<file path="src/verilog/wb_pkg.sv">
// Shared definitions for the writeback core: default widths, operation codes,
// the APB register map, CMD field positions and the unit result record.
// Modules refer to these by scoped name.
package wb_pkg;

	localparam int XLEN_DEF = 64;
	localparam int NREG = 32;
	localparam int RP_DEF = 4;

	// record fields sized for the widest build, units fill the low bits
	localparam int RES_W = 64;
	localparam int RD0_W = 12;

	typedef enum logic [3:0] {
		OP_ADD = 4'd0,
		OP_SUB = 4'd1,
		OP_AND = 4'd2,
		OP_OR  = 4'd3,
		OP_XOR = 4'd4,
		OP_SLL = 4'd5,
		OP_SRL = 4'd6,
		OP_SLT = 4'd7,
		OP_LI  = 4'd8,
		OP_MUL = 4'd9
	} op_t;

	// APB register offsets
	localparam logic [7:0] ADDR_IMM = 8'h00;
	localparam logic [7:0] ADDR_CMD = 8'h04;
	localparam logic [7:0] ADDR_STATUS = 8'h08;
	localparam logic [7:0] ADDR_RSEL = 8'h0C;
	localparam logic [7:0] ADDR_RDATA_LO = 8'h10;
	localparam logic [7:0] ADDR_RDATA_HI = 8'h14;

	// CMD word layout
	localparam int CMD_OP_LSB = 0;
	localparam int CMD_RD_LSB = 4;
	localparam int CMD_RS1_LSB = 9;
	localparam int CMD_RS2_LSB = 14;

	typedef struct packed {
		logic vaild;
		logic [RD0_W-1:0] rd0;
		logic [RES_W-1:0] res;
	} result_t;

endpackage

</file>
<file path="src/verilog/issue_if.sv">
// One issued operation, from the APB issue FSM to the execution units.
// valid is a single-cycle strobe; each unit picks the ops it implements.
interface issue_if #(
	parameter int XLEN = 64,
	parameter int PW = 7
);

	logic valid;
	wb_pkg::op_t op;
	logic [PW-1:0] rd0;
	logic [XLEN-1:0] src1;
	logic [XLEN-1:0] src2;
	logic [XLEN-1:0] imm;

	modport source (output valid, op, rd0, src1, src2, imm);

	modport sink (input valid, op, rd0, src1, src2, imm);

endinterface

</file>
<file path="src/verilog/iter_counter.sv">
// Iteration counter for the multiplier. start loads XLEN-1, then the count
// steps down once per cycle and rests at zero; last is high at zero.
module iter_counter #(
	parameter int XLEN = 64
) (
	input  logic pclk,
	input  logic rst_n,
	input  logic start,
	output logic [$clog2(XLEN)-1:0] count,
	output logic last
);
	localparam int CW = $clog2(XLEN);

	always_ff @(posedge pclk or negedge rst_n) begin
		if (!rst_n) begin
			count <= '0;
		end else if (start) begin
			count <= CW'(XLEN - 1);
		end else if (count != '0) begin
			count <= count - CW'(1);
		end
	end

	assign last = (count == '0);

endmodule

</file>
<file path="src/verilog/mul_unit.sv">
// Iterative shift-and-add multiplier, one multiplier bit per cycle.
// The product's low XLEN bits appear with vaild on the last iteration,
// so the copy is written XLEN+1 cycles after issue.
module mul_unit #(
	parameter int XLEN = 64,
	parameter int RP = 4
) (
	input  logic pclk,
	input  logic rst_n,
	issue_if.sink issue,
	output logic busy,
	output wb_pkg::result_t result
);
	localparam int CW = $clog2(XLEN);
	localparam int PW = 5 + $clog2(RP);

	logic start;
	logic run;
	logic last;
	logic [CW-1:0] count;
	logic [CW-1:0] step;
	logic [XLEN-1:0] mcand;
	logic [XLEN-1:0] mplier;
	logic [XLEN-1:0] acc;
	logic [XLEN-1:0] partial;
	logic [PW-1:0] rd0_q;

	assign start = issue.valid && (issue.op == wb_pkg::OP_MUL);
	assign busy = run || start;

	iter_counter #(.XLEN(XLEN)) u_iter (
		.pclk  (pclk),
		.rst_n (rst_n),
		.start (start),
		.count (count),
		.last  (last)
	);

	// counter runs down, so the bit index runs up from 0
	assign step = CW'(XLEN - 1) - count;
	assign partial = mplier[step] ? mcand : '0;

	always_ff @(posedge pclk or negedge rst_n) begin
		if (!rst_n)
			run <= 1'b0;
		else if (start)
			run <= 1'b1;
		else if (last)
			run <= 1'b0;
	end

	always_ff @(posedge pclk) begin
		if (start) begin
			mcand <= issue.src1;
			mplier <= issue.src2;
			acc <= '0;
			rd0_q <= issue.rd0;
		end else if (run) begin
			acc <= acc + partial;
			mcand <= mcand << 1;
		end
	end

	// final partial product folded in combinationally
	always_comb begin
		result = '0;
		result.vaild = run && last;
		result.rd0[PW-1:0] = rd0_q;
		result.res[XLEN-1:0] = acc + partial;
	end

endmodule

</file>
<file path="src/flat_wrapper.sv">
// flat-port wrapper written by rule: the top's interface ports become plain ports
module mul_unit_flat 
#(
	parameter int XLEN = 64,
	parameter int RP = 4
)
  (pclk, rst_n, busy, result, issue_valid, issue_op, issue_rd0, issue_src1, issue_src2, issue_imm);
  issue_if #(.XLEN(XLEN)) issue_i ();
  input  logic pclk;
  input  logic rst_n;
  output logic busy;
  output wb_pkg::result_t result;
  input wire logic [$bits(issue_i.valid)-1:0] issue_valid;
  input wire logic [$bits(issue_i.op)-1:0] issue_op;
  input wire logic [$bits(issue_i.rd0)-1:0] issue_rd0;
  input wire logic [$bits(issue_i.src1)-1:0] issue_src1;
  input wire logic [$bits(issue_i.src2)-1:0] issue_src2;
  input wire logic [$bits(issue_i.imm)-1:0] issue_imm;
  assign issue_i.valid = issue_valid;
  assign issue_i.op = issue_op;
  assign issue_i.rd0 = issue_rd0;
  assign issue_i.src1 = issue_src1;
  assign issue_i.src2 = issue_src2;
  assign issue_i.imm = issue_imm;
  mul_unit #(.XLEN(XLEN), .RP(RP)) u_core (.pclk(pclk), .rst_n(rst_n), .issue(issue_i), .busy(busy), .result(result));
endmodule
</file>
<file path="config.mk">
export PLATFORM = sky130hd
export DESIGN_NAME = mul_unit_flat
export DESIGN_NICKNAME = d
export VERILOG_FILES = /design/src/verilog/wb_pkg.sv /design/src/verilog/issue_if.sv /design/src/verilog/iter_counter.sv /design/src/verilog/mul_unit.sv /design/src/flat_wrapper.sv
export SDC_FILE = /design/constraint.sdc
export NUM_CORES = 1
export LEC_CHECK = 0
export ABC_AREA = 1
export ABC_CLOCK_PERIOD_IN_PS = 6950
export BUFFER_PORTS_ARGS = -buffer_cell sky130_fd_sc_hd__buf_2
export CAP_MARGIN = 20
export CORE_MARGIN = 5
export CORE_UTILIZATION = 25
export DETAILED_ROUTE_END_ITERATION = 10
export GPL_TIMING_DRIVEN = 0
export PLACE_DENSITY_LB_ADDON = 0.25
export SYNTH_ARGS = -nofsm -noshare
export SYNTH_HDL_FRONTEND = slang
export SYNTH_SLANG_ARGS = --single-unit
</file>
<file path="constraint.sdc">
create_clock -name pclk -period 6.95 [get_ports pclk]
set_clock_uncertainty 0.2 [all_clocks]
set_input_delay 1.7375 -clock pclk [delete_from_list [all_inputs] [get_ports pclk]]
set_output_delay 1.7375 -clock pclk [all_outputs]
set_load 0.02 [all_outputs]
</file>
==> results.txt <==
GRT Util Overall: 15.60%
largest net degree at the start of global routing: 66
initial antenna violation count: 1
Critical Path AT: 4.82 ns
worst-margin pin slew: 0.9490 ns
met1 Use GR: 21.93%
routability cong.: 0.9173
H-tree Lvls: 1
CP Launch Point: u_core.u_iter.count[1]
Worst-path clk slew: 0.06 ns
post-synth top area cell: edfxtp_1
FF-to-FF Start: u_core.u_iter.count[1]
Slew Limit Fails: 0
Yosys reg bits: 206
Worst R2R Setup Slack: 2.62 ns
clk sinks: 206
status: finished clean
share of flip-flops with an asynchronous set or reset: 3.398%
met3 track utilization from global routing: 2.388%
cells after synthesis: 1805
# port buffers: 214
GRT busiest layer: met2
CTS tree: done
Synth area leaders: edfxtp_1 30%, nand2_1 13%, dfxtp_1 9.6%
FMAX: 147.9 MHz
CTS root buf: clkbuf_16
vias per inst: 4.488
kind of critical path: reg -> out
CP max-delay cell: fa_1
DRT Wirelength: 46.88 mm
minimum clock period: 6.760 ns
CP required: 5.01 ns
Seq/Total Area, Yosys: 41.37%
met2 usage: 25.62%
unrepaired setup endpoints after global routing: yes
Max clock buf depth: 3
vias in the first global route: 12229
placed cells: 2713
starting density of the core: 25.30%
Ys Warns: 0
Non-Filler Instances: 2759
most frequent CP cell: nand2_1
Synth top area share: 30.43%
hpwl dp: 38.57 mm
1st-iter DRT viols: 751
worst-path fanout max: 11
GRT overflow: 0
routed length per instance: 16.99 um
Layout area overhead: 22.29%
CP max stage delay: 0.41 ns
reg2reg path depth: 26
Final Setup Violations: 0
Relative slew margins: 36.73%
Die Area: 58000 um^2
Num CTS Buffers: 25
I/O pins: 284
Inserted Diodes: 0
ys flop type: edfxtp_1
Die Width: 240.8 um
Final period util: 97.26%
Max Cap Violations: 0
count leader, synth: nand2_1
via count: 12382
fin nets: 2324
ANT nets after route: 0
global-route wire length before repair: 70.35 mm
final hold vios: 0
First-pass DRT Iterations: 5
Startpoint Class: register
Die H: 240.8 um
clk_lat worst skew: 0.57 ns
core area: 52660 um^2
Post-CTS Setup Inserts: 0
EDFF count, synth: 135
drc violations: 0
Syn Area/Cell: 7.380 um^2
CP endpoint: result[62]
RR Endpoint: u_core.acc[50]
share of cells above drive strength 1: 15.84%
min-delay worst type: reg -> reg
top cells by count, synth: 461 x nand2_1, 271 x inv_1, 239 x nor2_1, 135 x edfxtp_1, 128 x o21ai_0
Crit. End Element: output port
synthesized area: 13320 um^2
Cell variety after synth: 47
# rows: 84
## final cells by class
type	count	area [um^2]
clock inverter	17	250.2
buffer	50	324.1
tap	688	860.8
fill	5763	36370
clock buffer	29	640.6
timing repair buffer	216	1106
inverter	275	1045
sequential	206	5510
multi-input combinational	1278	6553
## sequential cells by signal, summed over array words and instances (netlist names)
signal,flops
u_core.rd0_q,7
u_core.mplier,64
u_core.run,1
u_core.u_iter.count,6
u_core.acc,64
u_core.mcand,64
## kinds of logic after synthesis
| family | Yosys count | share of synthesized area (%) |
|---|---|---|
| and+or+nand+nor | 867 | 26.75 |
| buffers and inverters | 325 | 10.19 |
| AOI/OAI and AO/OA | 299 | 12.54 |
| DFF | 206 | 41.37 |
| adders and majority gates | 66 | 6.256 |
| xor gates and xnor gates | 41 | 2.865 |
| other | 1 | 0.02815 |
## cell usage in the layout, fill, tap and decap left out, types with 14 or more instances in the layout
master | netlist | routed
nand2_1 | 461 | 460
inv_1 | 271 | 270
nor2_1 | 239 | 236
buf_2 | 7 | 221
edfxtp_1 | 135 | 135
o21ai_0 | 128 | 127
nand3_1 | 96 | 94
a21oi_1 | 82 | 75
ha_1 | 65 | 65
dfxtp_1 | 64 | 64
xor2_1 | 28 | 27
o21ai_1 | 24 | 25
clkbuf_16 | 0 | 25
and2_1 | 23 | 23
clkbuf_1 | 19 | 22
nor3_1 | 14 | 14
## how the worst min path moves through the flow
stage	cells past startpoint	slack, ns	to	start
after global placement	2	0.24	u_core.acc[40]	u_core.acc[40]
after detailed placement	2	0.25	u_core.acc[51]	u_core.acc[51]
after floorplan	2	0.23	u_core.acc[32]	u_core.acc[32]
after global routing	2	0.28	u_core.acc[56]	u_core.acc[56]
after CTS	2	0.26	u_core.acc[46]	u_core.acc[46]
final	2	0.26	u_core.acc[46]	u_core.acc[46]
## critical path, delay by kind of cell, from the launching register on
family	cells	cell delay, ns
simple gates	14	1.43
fa+ha+maj	2	0.62
buf+inv	7	1.17
flops	1	0.36
compound gates	3	0.65
## metrics by stage
| step | instance area (um^2) | setup TNS (ns) | hold slack [ns] | util (%) | setup slack [ns] |
|---|---|---|---|---|---|
| 6_report | 16290 | 0 | 0.2563 | 30.94 | 0.1903 |
| 5_1_grt | 16290 | -0.05018 | 0.2794 | 30.94 | -0.03358 |
| 4_1_cts | 16200 | 0 | 0.2589 | 30.77 | 0.02255 |
| 3_5_place_dp | 15310 | 0 | 0.2475 | 29.07 | 0.3876 |
| 3_3_place_gp | 15270 | -43.35 | 0.2434 | 28.99 | -1.004 |
| 2_1_floorplan | 13340 | 0 | 0.2325 | - | 1.042 |
## per-layer routing
layer | vias to the layer above | part of all wire, %
met3 | 39 | 5.8
li1 | 6306 | -
met2 | 260 | 46
met1 | 5777 | 47
met4 | 0 | 1.6
met5 | - | 0
## what timing repair did
| item | CTS | global route |
|---|---|---|
| setup endpoints to repair | 1 | 24 |
| hold buffers | 0 | 0 |
| gates cloned | 0 | 0 |
| resized for setup | 1 | 21 |
Power is left out: the tool's default activity adds up to more than one toggle a clock period on the data nets, which glitch-free logic cannot reach.
